`config.mk`:
```
export PLATFORM = sky130hd
export DESIGN_NAME = decode_top
export DESIGN_NICKNAME = d
export VERILOG_FILES = /design/src/common/isa_pkg.sv /design/src/common/csr_pkg.sv /design/src/common/commit_if.sv /design/src/idu/gpr_file.sv /design/src/idu/csr_file.sv /design/src/idu/idu_core.sv /design/src/idu/idu.sv /design/src/design/decode_top.sv
export SDC_FILE = /design/constraint.sdc
export NUM_CORES = 2
export LEC_CHECK = 0
export BUFFER_PORTS_ARGS = -buffer_cell sky130_fd_sc_hd__buf_2
export CORE_MARGIN = 1.5
export CORE_UTILIZATION = 30
export CTS_CLUSTER_SIZE = 24
export DETAILED_ROUTE_END_ITERATION = 10
export REMOVE_ABC_BUFFERS = 1
export SLEW_MARGIN = 40
export SYNTH_ARGS = -nofsm -noshare
export SYNTH_HDL_FRONTEND = slang
export SYNTH_SLANG_ARGS = --single-unit
export TNS_END_PERCENT = 1
```
`constraint.sdc`:
```
create_clock -name clk -period 29.9 [get_ports clk]
set_clock_uncertainty 0.15 [all_clocks]
set_input_delay 8.97 -clock clk [delete_from_list [all_inputs] [get_ports clk]]
set_output_delay 8.97 -clock clk [all_outputs]
set_load 0.02 [all_outputs]
```
`src/common/isa_pkg.sv`:
```
package isa_pkg;

    // Datapath and instruction word width
    localparam int XLEN = 32;

    // RV32E register index, low four bits of each register field
    localparam int REG_ADDR_W = 4;

    typedef enum logic [6:0] {
        OP     = 7'b0110011,
        OP_IMM = 7'b0010011,
        LOAD   = 7'b0000011,
        STORE  = 7'b0100011,
        BRANCH = 7'b1100011,
        JAL    = 7'b1101111,
        JALR   = 7'b1100111,
        LUI    = 7'b0110111,
        AUIPC  = 7'b0010111,
        SYSTEM = 7'b1110011
    } opcode_e;

    typedef enum logic [2:0] {
        NONE = 3'd0,
        R    = 3'd1,
        I    = 3'd2,
        S    = 3'd3,
        B    = 3'd4,
        U    = 3'd5,
        J    = 3'd6
    } fmt_e;

    // ~~~~~~~~~~~~~~~~~~~~~~~~~~~~~~~~~~~~~~~~~~~~~~~~~~~~~~~~~~~~~~~~~~~~~~~~~~
    // Instruction word, register view and immediate view
    // ~~~~~~~~~~~~~~~~~~~~~~~~~~~~~~~~~~~~~~~~~~~~~~~~~~~~~~~~~~~~~~~~~~~~~~~~~~
    typedef union packed {
        struct packed {
            logic [6:0] funct7;
            logic [4:0] rs2;
            logic [4:0] rs1;
            logic [2:0] funct3;
            logic [4:0] rd;
            logic [6:0] opcode;
        } r_view;
        // imm12 doubles as the CSR address for SYSTEM words
        struct packed {
            logic [11:0] imm12;
            logic [4:0]  rs1;
            logic [2:0]  funct3;
            logic [4:0]  rd;
            logic [6:0]  opcode;
        } i_view;
    } inst_u;

endpackage

```
`src/common/csr_pkg.sv`:
```
package csr_pkg;

    localparam int CSR_ADDR_W = 12;

    // Machine CSRs held by the decode stage
    localparam int NR_CSRS = 4;

    typedef enum logic [CSR_ADDR_W-1:0] {
        MSTATUS = 12'h300,
        MTVEC   = 12'h305,
        MEPC    = 12'h341,
        MCAUSE  = 12'h342
    } csr_addr_e;

    // MPP = machine mode
    localparam logic [31:0] MSTATUS_RESET = 32'h0000_1800;

endpackage

```
`src/common/commit_if.sv`:
```
`timescale 1ns/1ps

interface commit_if;

    logic [isa_pkg::XLEN-1:0] wb_data;
    logic                     gpr_we;
    logic                     csr_we;
    logic                     irq;
    logic [isa_pkg::XLEN-1:0] irq_cause;
    logic [isa_pkg::XLEN-1:0] pc;

    // Enables already qualified with the accept cycle
    modport wrapper (output wb_data, gpr_we, csr_we, irq, irq_cause, pc);
    modport core (input wb_data, gpr_we, csr_we, irq, irq_cause, pc);

endinterface

```
`src/idu/gpr_file.sv`:
```
`timescale 1ns/1ps

module gpr_file #(
    parameter int NR_REGS = 16
) (
    input  logic                       clk,
    input  logic                       rst,
    input  logic [$clog2(NR_REGS)-1:0] raddr1,
    input  logic [$clog2(NR_REGS)-1:0] raddr2,
    input  logic [$clog2(NR_REGS)-1:0] waddr,
    input  logic [isa_pkg::XLEN-1:0]   wdata,
    input  logic                       we,
    output logic [isa_pkg::XLEN-1:0]   rdata1,
    output logic [isa_pkg::XLEN-1:0]   rdata2
);

    logic [isa_pkg::XLEN-1:0] regs_q [NR_REGS];

    always_ff @(posedge clk or posedge rst) begin
        if (rst) begin
            for (int i = 0; i < NR_REGS; i++) begin
                regs_q[i] <= '0;
            end
        end else if (we && (waddr != '0)) begin
            regs_q[waddr] <= wdata;
        end
    end

    // x0 is hardwired
    assign rdata1 = (raddr1 == '0) ? '0 : regs_q[raddr1];
    assign rdata2 = (raddr2 == '0) ? '0 : regs_q[raddr2];

endmodule

```
`src/idu/csr_file.sv`:
```
`timescale 1ns/1ps

module csr_file (
    input  logic                         clk,
    input  logic                         rst,
    input  logic [csr_pkg::CSR_ADDR_W-1:0] addr,
    input  logic [isa_pkg::XLEN-1:0]     wdata,
    input  logic                         we,
    input  logic                         irq,
    input  logic [isa_pkg::XLEN-1:0]     irq_cause,
    input  logic [isa_pkg::XLEN-1:0]     pc,
    output logic [isa_pkg::XLEN-1:0]     rdata,
    output logic [isa_pkg::XLEN-1:0]     mtvec,
    output logic [isa_pkg::XLEN-1:0]     mepc
);

    localparam int IDX_W = $clog2(csr_pkg::NR_CSRS);

    localparam logic [IDX_W-1:0] MSTATUS_IDX = 0;
    localparam logic [IDX_W-1:0] MTVEC_IDX   = 1;
    localparam logic [IDX_W-1:0] MEPC_IDX    = 2;
    localparam logic [IDX_W-1:0] MCAUSE_IDX  = 3;

    logic [isa_pkg::XLEN-1:0] csr_q [csr_pkg::NR_CSRS];
    logic [IDX_W-1:0]         idx;
    logic                     hit;

    // ~~~~~~~~~~~~~~~~~~~~~~~~~~~~~~~~~~~~~~~~~~~~~~~~~~~~~~~~~~~~~~~~~~~~~~~~~~
    // Address decode
    // ~~~~~~~~~~~~~~~~~~~~~~~~~~~~~~~~~~~~~~~~~~~~~~~~~~~~~~~~~~~~~~~~~~~~~~~~~~
    always_comb begin
        hit = 1'b1;
        case (addr)
            csr_pkg::MSTATUS: idx = MSTATUS_IDX;
            csr_pkg::MTVEC:   idx = MTVEC_IDX;
            csr_pkg::MEPC:    idx = MEPC_IDX;
            csr_pkg::MCAUSE:  idx = MCAUSE_IDX;
            default: begin
                idx = MSTATUS_IDX;
                hit = 1'b0;
            end
        endcase
    end

    always_ff @(posedge clk or posedge rst) begin
        if (rst) begin
            for (int i = 0; i < csr_pkg::NR_CSRS; i++) begin
                csr_q[i] <= '0;
            end
            csr_q[MSTATUS_IDX] <= csr_pkg::MSTATUS_RESET;
        end else begin
            if (we && hit) begin
                csr_q[idx] <= wdata;
            end
            // Trap entry overrides a software write to mepc/mcause
            if (irq) begin
                csr_q[MEPC_IDX]   <= pc;
                csr_q[MCAUSE_IDX] <= irq_cause;
            end
        end
    end

    assign rdata = hit ? csr_q[idx] : '0;
    assign mtvec = csr_q[MTVEC_IDX];
    assign mepc  = csr_q[MEPC_IDX];

endmodule

```
`src/idu/idu_core.sv`:
```
`timescale 1ns/1ps

module idu_core #(
    parameter int NR_REGS = 16
) (
    input  logic                     clk,
    input  logic                     rst,
    input  isa_pkg::inst_u           inst,
    commit_if.core                   commit,
    output isa_pkg::fmt_e            fmt,
    output logic [6:0]               opcode,
    output logic [2:0]               funct3,
    output logic [6:0]               funct7,
    output logic [isa_pkg::XLEN-1:0] imm,
    output logic [isa_pkg::XLEN-1:0] src1,
    output logic [isa_pkg::XLEN-1:0] src2,
    output logic [isa_pkg::XLEN-1:0] csr_rdata,
    output logic [isa_pkg::XLEN-1:0] mtvec,
    output logic [isa_pkg::XLEN-1:0] mepc
);

    localparam int AW = $clog2(NR_REGS);

    logic [isa_pkg::XLEN-1:0] word;
    logic [isa_pkg::XLEN-1:0] rs1_data;
    logic [isa_pkg::XLEN-1:0] zimm;
    logic                     is_csri;

    assign word   = inst;
    assign opcode = inst.r_view.opcode;
    assign funct3 = inst.r_view.funct3;
    assign funct7 = inst.r_view.funct7;

    always_comb begin
        case (inst.r_view.opcode)
            isa_pkg::OP:                  fmt = isa_pkg::R;
            isa_pkg::OP_IMM, isa_pkg::LOAD,
            isa_pkg::JALR, isa_pkg::SYSTEM: fmt = isa_pkg::I;
            isa_pkg::STORE:               fmt = isa_pkg::S;
            isa_pkg::BRANCH:              fmt = isa_pkg::B;
            isa_pkg::LUI, isa_pkg::AUIPC: fmt = isa_pkg::U;
            isa_pkg::JAL:                 fmt = isa_pkg::J;
            default:                      fmt = isa_pkg::NONE;
        endcase
    end

    // Sign-extended immediate per format
    always_comb begin
        case (fmt)
            isa_pkg::I: imm = {{20{word[31]}}, inst.i_view.imm12};
            isa_pkg::S: imm = {{20{word[31]}}, word[31:25], word[11:7]};
            isa_pkg::B: imm = {{19{word[31]}}, word[31], word[7], word[30:25],
                               word[11:8], 1'b0};
            isa_pkg::U: imm = {word[31:12], 12'b0};
            isa_pkg::J: imm = {{11{word[31]}}, word[31], word[19:12], word[20],
                               word[30:21], 1'b0};
            default:    imm = '0;
        endcase
    end

    // csrrwi/csrrsi/csrrci take rs1 as a 5-bit unsigned value
    assign is_csri = (inst.r_view.opcode == isa_pkg::SYSTEM) && inst.r_view.funct3[2];
    assign zimm    = {{(isa_pkg::XLEN-5){1'b0}}, inst.r_view.rs1};
    assign src1    = is_csri ? zimm : rs1_data;

    gpr_file #(
        .NR_REGS(NR_REGS)
    ) u_gpr (
        .clk   (clk),
        .rst   (rst),
        .raddr1(inst.r_view.rs1[AW-1:0]),
        .raddr2(inst.r_view.rs2[AW-1:0]),
        .waddr (inst.r_view.rd[AW-1:0]),
        .wdata (commit.wb_data),
        .we    (commit.gpr_we),
        .rdata1(rs1_data),
        .rdata2(src2)
    );

    csr_file u_csr (
        .clk      (clk),
        .rst      (rst),
        .addr     (inst.i_view.imm12),
        .wdata    (commit.wb_data),
        .we       (commit.csr_we),
        .irq      (commit.irq),
        .irq_cause(commit.irq_cause),
        .pc       (commit.pc),
        .rdata    (csr_rdata),
        .mtvec    (mtvec),
        .mepc     (mepc)
    );

endmodule

```
`src/idu/idu.sv`:
```
`timescale 1ns/1ps

module idu #(
    parameter int NR_REGS = 16
) (
    input  logic        clk,
    input  logic        rst,
    input  logic        in_valid,
    output logic        in_ready,
    input  logic [31:0] inst,
    output logic        out_valid,
    input  logic        out_ready,
    output logic [2:0]  fmt,
    output logic [6:0]  opcode,
    output logic [2:0]  funct3,
    output logic [6:0]  funct7,
    output logic [31:0] imm,
    output logic [31:0] src1,
    output logic [31:0] src2,
    input  logic [31:0] wb_data,
    input  logic        gpr_we,
    input  logic        csr_we,
    input  logic        irq,
    input  logic [31:0] irq_cause,
    input  logic [31:0] pc,
    output logic [31:0] csr_rdata,
    output logic [31:0] mtvec,
    output logic [31:0] mepc
);

    logic           accept;
    logic           out_fire;
    isa_pkg::inst_u inst_q;

    commit_if commit ();

    // Accept pulse, high only in the cycle of the upstream transfer
    assign accept   = in_valid & in_ready;
    assign out_fire = out_valid & out_ready;

    always_ff @(posedge clk or posedge rst) begin
        if (rst) begin
            in_ready <= 1'b1;
        end else if (accept) begin
            in_ready <= 1'b0;
        end else if (out_fire) begin
            in_ready <= 1'b1;
        end
    end

    always_ff @(posedge clk or posedge rst) begin
        if (rst) begin
            out_valid <= 1'b0;
        end else if (out_fire) begin
            out_valid <= 1'b0;
        end else if (accept) begin
            out_valid <= 1'b1;
        end
    end

    always_ff @(posedge clk or posedge rst) begin
        if (rst) begin
            inst_q <= '0;
        end else if (accept) begin
            inst_q <= inst;
        end
    end

    // Commits land on the accept edge, still addressed by the old latch
    assign commit.wb_data   = wb_data;
    assign commit.gpr_we    = gpr_we & accept;
    assign commit.csr_we    = csr_we & accept;
    assign commit.irq       = irq & accept;
    assign commit.irq_cause = irq_cause;
    assign commit.pc        = pc;

    idu_core #(
        .NR_REGS(NR_REGS)
    ) u_core (
        .clk      (clk),
        .rst      (rst),
        .inst     (inst_q),
        .commit   (commit.core),
        .fmt      (fmt),
        .opcode   (opcode),
        .funct3   (funct3),
        .funct7   (funct7),
        .imm      (imm),
        .src1     (src1),
        .src2     (src2),
        .csr_rdata(csr_rdata),
        .mtvec    (mtvec),
        .mepc     (mepc)
    );

endmodule

```
`src/design/decode_top.sv`:
```
`timescale 1ns/1ps

module decode_top (
    input  logic        clk,
    input  logic        rst,
    input  logic        in_valid,
    output logic        in_ready,
    input  logic [31:0] inst,
    output logic        out_valid,
    input  logic        out_ready,
    output logic [2:0]  fmt,
    output logic [6:0]  opcode,
    output logic [2:0]  funct3,
    output logic [6:0]  funct7,
    output logic [31:0] imm,
    output logic [31:0] src1,
    output logic [31:0] src2,
    input  logic [31:0] wb_data,
    input  logic        gpr_we,
    input  logic        csr_we,
    input  logic        irq,
    input  logic [31:0] irq_cause,
    input  logic [31:0] pc,
    output logic [31:0] csr_rdata,
    output logic [31:0] mtvec,
    output logic [31:0] mepc
);

    // RV32E register count
    localparam int NR_REGS = 1 << isa_pkg::REG_ADDR_W;

    idu #(
        .NR_REGS(NR_REGS)
    ) u_idu (
        .clk      (clk),
        .rst      (rst),
        .in_valid (in_valid),
        .in_ready (in_ready),
        .inst     (inst),
        .out_valid(out_valid),
        .out_ready(out_ready),
        .fmt      (fmt),
        .opcode   (opcode),
        .funct3   (funct3),
        .funct7   (funct7),
        .imm      (imm),
        .src1     (src1),
        .src2     (src2),
        .wb_data  (wb_data),
        .gpr_we   (gpr_we),
        .csr_we   (csr_we),
        .irq      (irq),
        .irq_cause(irq_cause),
        .pc       (pc),
        .csr_rdata(csr_rdata),
        .mtvec    (mtvec),
        .mepc     (mepc)
    );

endmodule

```
## After elaboration in Yosys (flattened, before gate mapping)

Index checks and enable logic that the tools add are counted.

- Register bits: 674
- Latch bits: 0
- Memory bits (writable): 0
- ROM bits: 0
- Input port bits: 135
- Output and inout port bits: 214
- Word-level logic and storage cells: 99
- Memories kept: 0

- $add $sub $neg: 0
- Multiply operators: 0
- Divide/modulo/power cells: 0
- $lt $le $gt $ge: 6
- Equality and inequality tests: 19
- Shifts and indexed selects: 0
- Multiplexer cells: 29
- Bitwise gates (word level): 9
- Reductions and logical operators: 13

Operators with widths:

| operator | count |
|---|---|
| $bwmux W512 | 1 |
| $mux W32 | 12 |
| $bmux W32 S4 | 2 |
| $pmux W32 S5 | 1 |
| $bwmux W128 | 1 |
| $demux W32 S4 | 1 |
| $mux W64 | 2 |
| $bmux W32 S2 | 1 |
| $demux W32 S2 | 1 |
| $eq A12 B10 Y1 const B | 4 |
| $eq A7 B7 Y1 const B | 4 |
| $eq A7 B6 Y1 const B | 3 |
| $pmux W3 S6 | 1 |
| $ge A5 B5 Y1 const B | 3 |
| $not A4 Y5 | 3 |
| $eq A7 B5 Y1 const B | 2 |
| $eq A3 B3 Y1 const B | 3 |
| $logic_not A4 Y1 | 2 |
| $reduce_or A4 Y1 | 2 |
| $eq A7 B2 Y1 const B | 1 |
| $eq A3 B2 Y1 const B | 2 |
| $pmux W2 S3 | 1 |
| $and A1 B1 Y1 | 5 |
| $logic_and A1 B1 Y1 | 5 |
| 8 further kinds | 13 |

## Logic depth before layout (Yosys ltp)

- Depth after elaboration: 10
- Gate-level depth with buffers: 9

## Hierarchy

A second synthesis with hierarchy kept.

- Cells, all modules: 2711
- Area, all modules: 34536.9 sq um

By module, submodules not included:

| module | instances | cells each | area an instance (sq um) | seq. area each (sq um) |
|---|---|---|---|---|
| gpr_file | 1 | 1826 | 25233.0 | 12011.5 |
| csr_file | 1 | 655 | 6895.4 | 3205.6 |
| idu | 1 | 77 | 1412.6 | 852.1 |
| idu_core | 1 | 153 | 996.0 | 0.0 |

## Worst setup path before layout

Ideal clock, no wire load.

- Path type: register to output
- Start point: register u_idu.inst_q[21] (netlist bit)
- End point: output src2[0]
- Data arrival time: 1.988 ns
- Required time: 20.780 ns
- Path slack: 18.792 ns
- Stages on the path, launching flop included: 6
- Path buffers: 3
- Cells stage by stage: dfrtp_1 > clkbuf_1 > clkbuf_1 > clkbuf_1 > mux4_2 > mux4_2

- Cells in the longest elaborated chain, start to end: 5
- Elaborated cells between the ends (all ways): 6
- Classes of those cells: mux (4); bitwise (1); reduce/logical (1)

Ends and longest elaborated chain:

| element | line | RTL |
|---|---|---|
| start, declared | idu.sv:33 | `isa_pkg::inst_u inst_q;` |
| start signal, assigned | idu.sv:65 | `inst_q <= inst;` |
| $not A4 Y5 (implied by the code) | gpr_file.sv:31 | `assign rdata2 = (raddr2 == '0) ? '0 : regs_q[raddr2];` |
| $bmux W32 S4 | gpr_file.sv:31 |  |
| $mux W32 (implied by the code) (2 in a row) | gpr_file.sv:31 |  |
| $mux W32 (*) | gpr_file.sv:31 |  |
| end, declared | decode_top.sv:17 | `output logic [31:0] src2,` |

Every way passes the cells marked *; elsewhere a longest branch is shown, timed or not. The select of a mux whose other input is x is not followed.

## Worst setup path in the final report

- Start point: register u_idu.inst_q[16] (netlist bit)
- End point: output src1[11]

- Cells in the longest elaborated chain, start to end: 6
- Elaborated cells between the ends (all ways): 7
- Classes of those cells: mux (5); bitwise (1); reduce/logical (1)

Ends and longest elaborated chain:

| element | line | RTL |
|---|---|---|
| $not A4 Y5 (implied by the code) | gpr_file.sv:30 | `assign rdata1 = (raddr1 == '0) ? '0 : regs_q[raddr1];` |
| $bmux W32 S4 | gpr_file.sv:30 |  |
| $mux W32 (implied by the code) (2 in a row) | gpr_file.sv:30 |  |
| $mux W32 (*) | gpr_file.sv:30 |  |
| $mux W32 (*) | idu_core.sv:64 | `assign src1 = is_csri ? zimm : rs1_data;` |
| end, declared | decode_top.sv:16 | `output logic [31:0] src1,` |

Marked as above.

==> impl_metrics.env <==
export IMPL_status="finished clean"
export IMPL_maxCapViolCount=0
export IMPL_num_nets_final=2843
export IMPL_cts_setup_buffers=0
export IMPL_slew_violations=0
export IMPL_hold_depth=0
export IMPL_yosysWarningCount=0
export IMPL_htree_levels=3
export IMPL_fin_ws_ns=16.16
export IMPL_syn_to_final_growth_pct=14.7
export IMPL_ys_types=61
export IMPL_rsz0062_at_grt="false"
export IMPL_wire_per_inst_um=26.7
export IMPL_drcViolationCount=0
export IMPL_post_cts_resized=0
export IMPL_drive_gt1_share_pct=48.9
export IMPL_leakagePower_nw=19.1
export IMPL_final_area_mm2=0.0410
export IMPL_final_core_util_pct=34.7
export IMPL_fin_crit_sh_pct=46.0
export IMPL_grt_start_max_net_pins=120
export IMPL_hold_viol_final=0
export IMPL_worstSetupPathType="reg2out"
export IMPL_core_area_mm2=0.118
export IMPL_power_density_mw_per_mm2=48.5
export IMPL_clk_pin_slew_worst_paths_ns=0.06
export IMPL_fmax_mhz=72.8
export IMPL_hpwl_mm=69.7
export IMPL_synth_avg_cell_area_um2=13.7
export IMPL_fin_tns_setup_ns=0
export IMPL_initial_core_util_pct=30.3
export IMPL_synthArstFlopShare_pct=100
export IMPL_startpoint_type="flop"
export IMPL_netlist_instances=2609
export IMPL_io_buffers=348
export IMPL_vias=23700
export IMPL_fillers=11500
export IMPL_setup_viol=0
export IMPL_slew_headroom_pct=42.2
export IMPL_fin_crit_ns=13.74
export IMPL_fin_cells=4319
export IMPL_firstDrtPassIters=5
export IMPL_synth_area_mm2=0.0358
export IMPL_critPathRequiredTime_ns=20.78
export IMPL_antenna_found_initial=15
export IMPL_ctsHoldBuffers=0
export IMPL_rows=126
export IMPL_grt_usage_pct=18.9
export IMPL_cp_max_fo=47
export IMPL_routed_wl_mm=115
export IMPL_grt_overflow=0
export IMPL_place_gp_congestion=0.799
export IMPL_worstRegToRegCells=8
export IMPL_cts_tree="yes"
export IMPL_die_y_um=348
export IMPL_num_io_pins=349
export IMPL_die_area_mm2=0.121
export IMPL_dp_cells=4159
export IMPL_die_x_um=348
export IMPL_vdd_ir_drop_worst_v=0.0000402
export IMPL_crit_path_end_kind="output pin"
export IMPL_ys_seq_area_share_pct=47.1
export IMPL_numCtsBuffers=82
export IMPL_clk_latency_ns=0.65
export IMPL_drt_iter0_drc=1514
export IMPL_grt_pass1_vias=24300
export IMPL_preCtsSetupSlack_ns=16.72
export IMPL_ys_ff_latch=674
export IMPL_vias_per_cell=5.48
export IMPL_worst_pin_slew_ns=0.867
export IMPL_clock_path_buffers=3
export IMPL_clock_sinks=674
export IMPL_synth_ff_type="dfrtp_1"
export IMPL_synth_edf_count=0
export IMPL_register_area_mm2=0.0169
export IMPL_placed_area_mm2=0.0382
export IMPL_hold_path_class="reg2reg"
export IMPL_cts_root_buffer="clkbuf_16"
export IMPL_multi_input_area_mm2=0.0170
export IMPL_grt_pass1_wl_mm=170
export IMPL_ant_nets=0
export IMPL_worstPathArrival_ns=4.62
synth_stat cells, drive strengths merged (3+ instances only):
cell type  instances  area share (%)
a211oi            55             1.2
a21o              52             1.1
a21oi             62            0.88
a221o             67             1.9
a221oi            25            0.61
a22o              12            0.29
a22oi             33            0.69
and2               8            0.14
and3              67             1.2
buf              244             4.1
clkbuf           153             1.6
dfrtp            671              47
dfstp              3            0.22
inv                4           0.042
mux2             556              18
mux2i             59             1.7
mux4             256              16
nand2            172             1.8
nand2b             3           0.052
nand3              6           0.084
nand3b             3           0.063
nor2              19            0.20
nor2b             31            0.54
nor3               5            0.12
nor3b              4           0.084
nor4               4            0.13
o21ai              9            0.14
or4                4           0.084
worst paths after layout:
check / start / endpoint / slack (ns)
max: u_idu.inst_q[16] / src1[11] / 16.16
min: u_idu.u_core.u_gpr.regs_q[497] / u_idu.u_core.u_gpr.regs_q[497] / 0.22
max reg2reg: u_idu.inst_q[21] / u_idu.u_core.u_csr.mtvec[22] / 25.44
min reg2reg: u_idu.u_core.u_gpr.regs_q[497] / u_idu.u_core.u_gpr.regs_q[497] / 0.22
max in group asynchronous: rst / u_idu.u_core.u_gpr.regs_q[319] / 18.28
min in group asynchronous: rst / u_idu.u_core.u_csr.mepc[21] / 8.27
sequential cells by signal (all words and copies together), names as in the netlist:
register,cells
u_idu.u_core.u_gpr.regs_q,512
u_idu.u_core.u_csr.csr_q,64
u_idu.inst_q,32
u_idu.u_core.u_csr.mepc,32
u_idu.u_core.u_csr.mtvec,32
u_idu.in_ready,1
u_idu.out_valid,1
power breakdown:
| group | switching [mW] | internal (mW) | leakage [nW] |
|---|---|---|---|
| Combinational | 0.0367 | 0.00872 | 8.32 |
| Clock | 0.416 | 0.617 | 1.36 |
| Sequential | 0 | 0.912 | 9.40 |
| Total | 0.452 | 1.54 | 19.1 |
per-stage QoR:
stage	hold slack, ns	power, mW
2_1_floorplan	0.199	0.944
3_3_place_gp	0.211	0.975
3_5_place_dp	0.213	0.976
4_1_cts	0.227	2.01
5_1_grt	0.239	2.06
6_report	0.223	1.99
layout by cell type, fill, tap and decap left out, types with 10 or more instances in the layout:
| cell type | instances |
|---|---|
| clkbuf_8 | 18 |
| mux2_2 | 503 |
| a221o_1 | 67 |
| nand2_1 | 171 |
| a21oi_1 | 61 |
| buf_4 | 51 |
| mux2_1 | 44 |
| a22o_1 | 12 |
| dfrtp_1 | 663 |
| nor2b_1 | 29 |
| buf_2 | 347 |
| and3_1 | 66 |
| a21o_1 | 52 |
| mux2i_1 | 59 |
| a221oi_1 | 25 |
| a22oi_1 | 33 |
| mux4_2 | 256 |
| a211oi_1 | 55 |
| clkbuf_1 | 22 |
| clkbuf_16 | 82 |
| nor2_4 | 10 |
per-layer routing:
| layer | wire, um | vias to the layer above | part of all wire, % | GRT usage [%] |
|---|---|---|---|---|
| met4 | 3680 | 6 | 3.2 | 6.00 |
| met1 | 49000 | 12700 | 42 | 25.2 |
| met3 | 7120 | 206 | 6.2 | 3.42 |
| met5 | 38 | - | 0.033 | 0 |
| li1 | - | 9991 | - | - |
| met2 | 55500 | 806 | 48 | 31.0 |
cell type report:
cell class                 instances  area share [%]
clock inverter                    28            1.01
inverter                           4          0.0671
multi-input combinational       1534            41.5
timing repair buffer             412            5.73
antenna                            9          0.0549
tap                             1536            4.68
clock buffer                     122            5.80
sequential                       674            41.2
critical path, stage by stage (launching register included):
cell and delay [ns]:
dfrtp_4 0.96, buf_4 0.78, buf_4 0.69, mux4_2 0.33, nor2b_1 0.13, a211oi_1 0.07
a211oi_1 0.66, buf_2 0.29
cells by family after synthesis:
| kind of cell | count (synthesis) | synth area share, % |
|---|---|---|
| muxes | 871 | 35.3 |
| DFF | 674 | 47.1 |
| buffers and inverters | 401 | 5.75 |
| and+or+nand+nor | 338 | 4.81 |
| AOI/OAI and AO/OA | 323 | 6.91 |
| xor gates and xnor gates | 2 | 0.0490 |
Note: power is estimated with default switching activity, not from simulation.
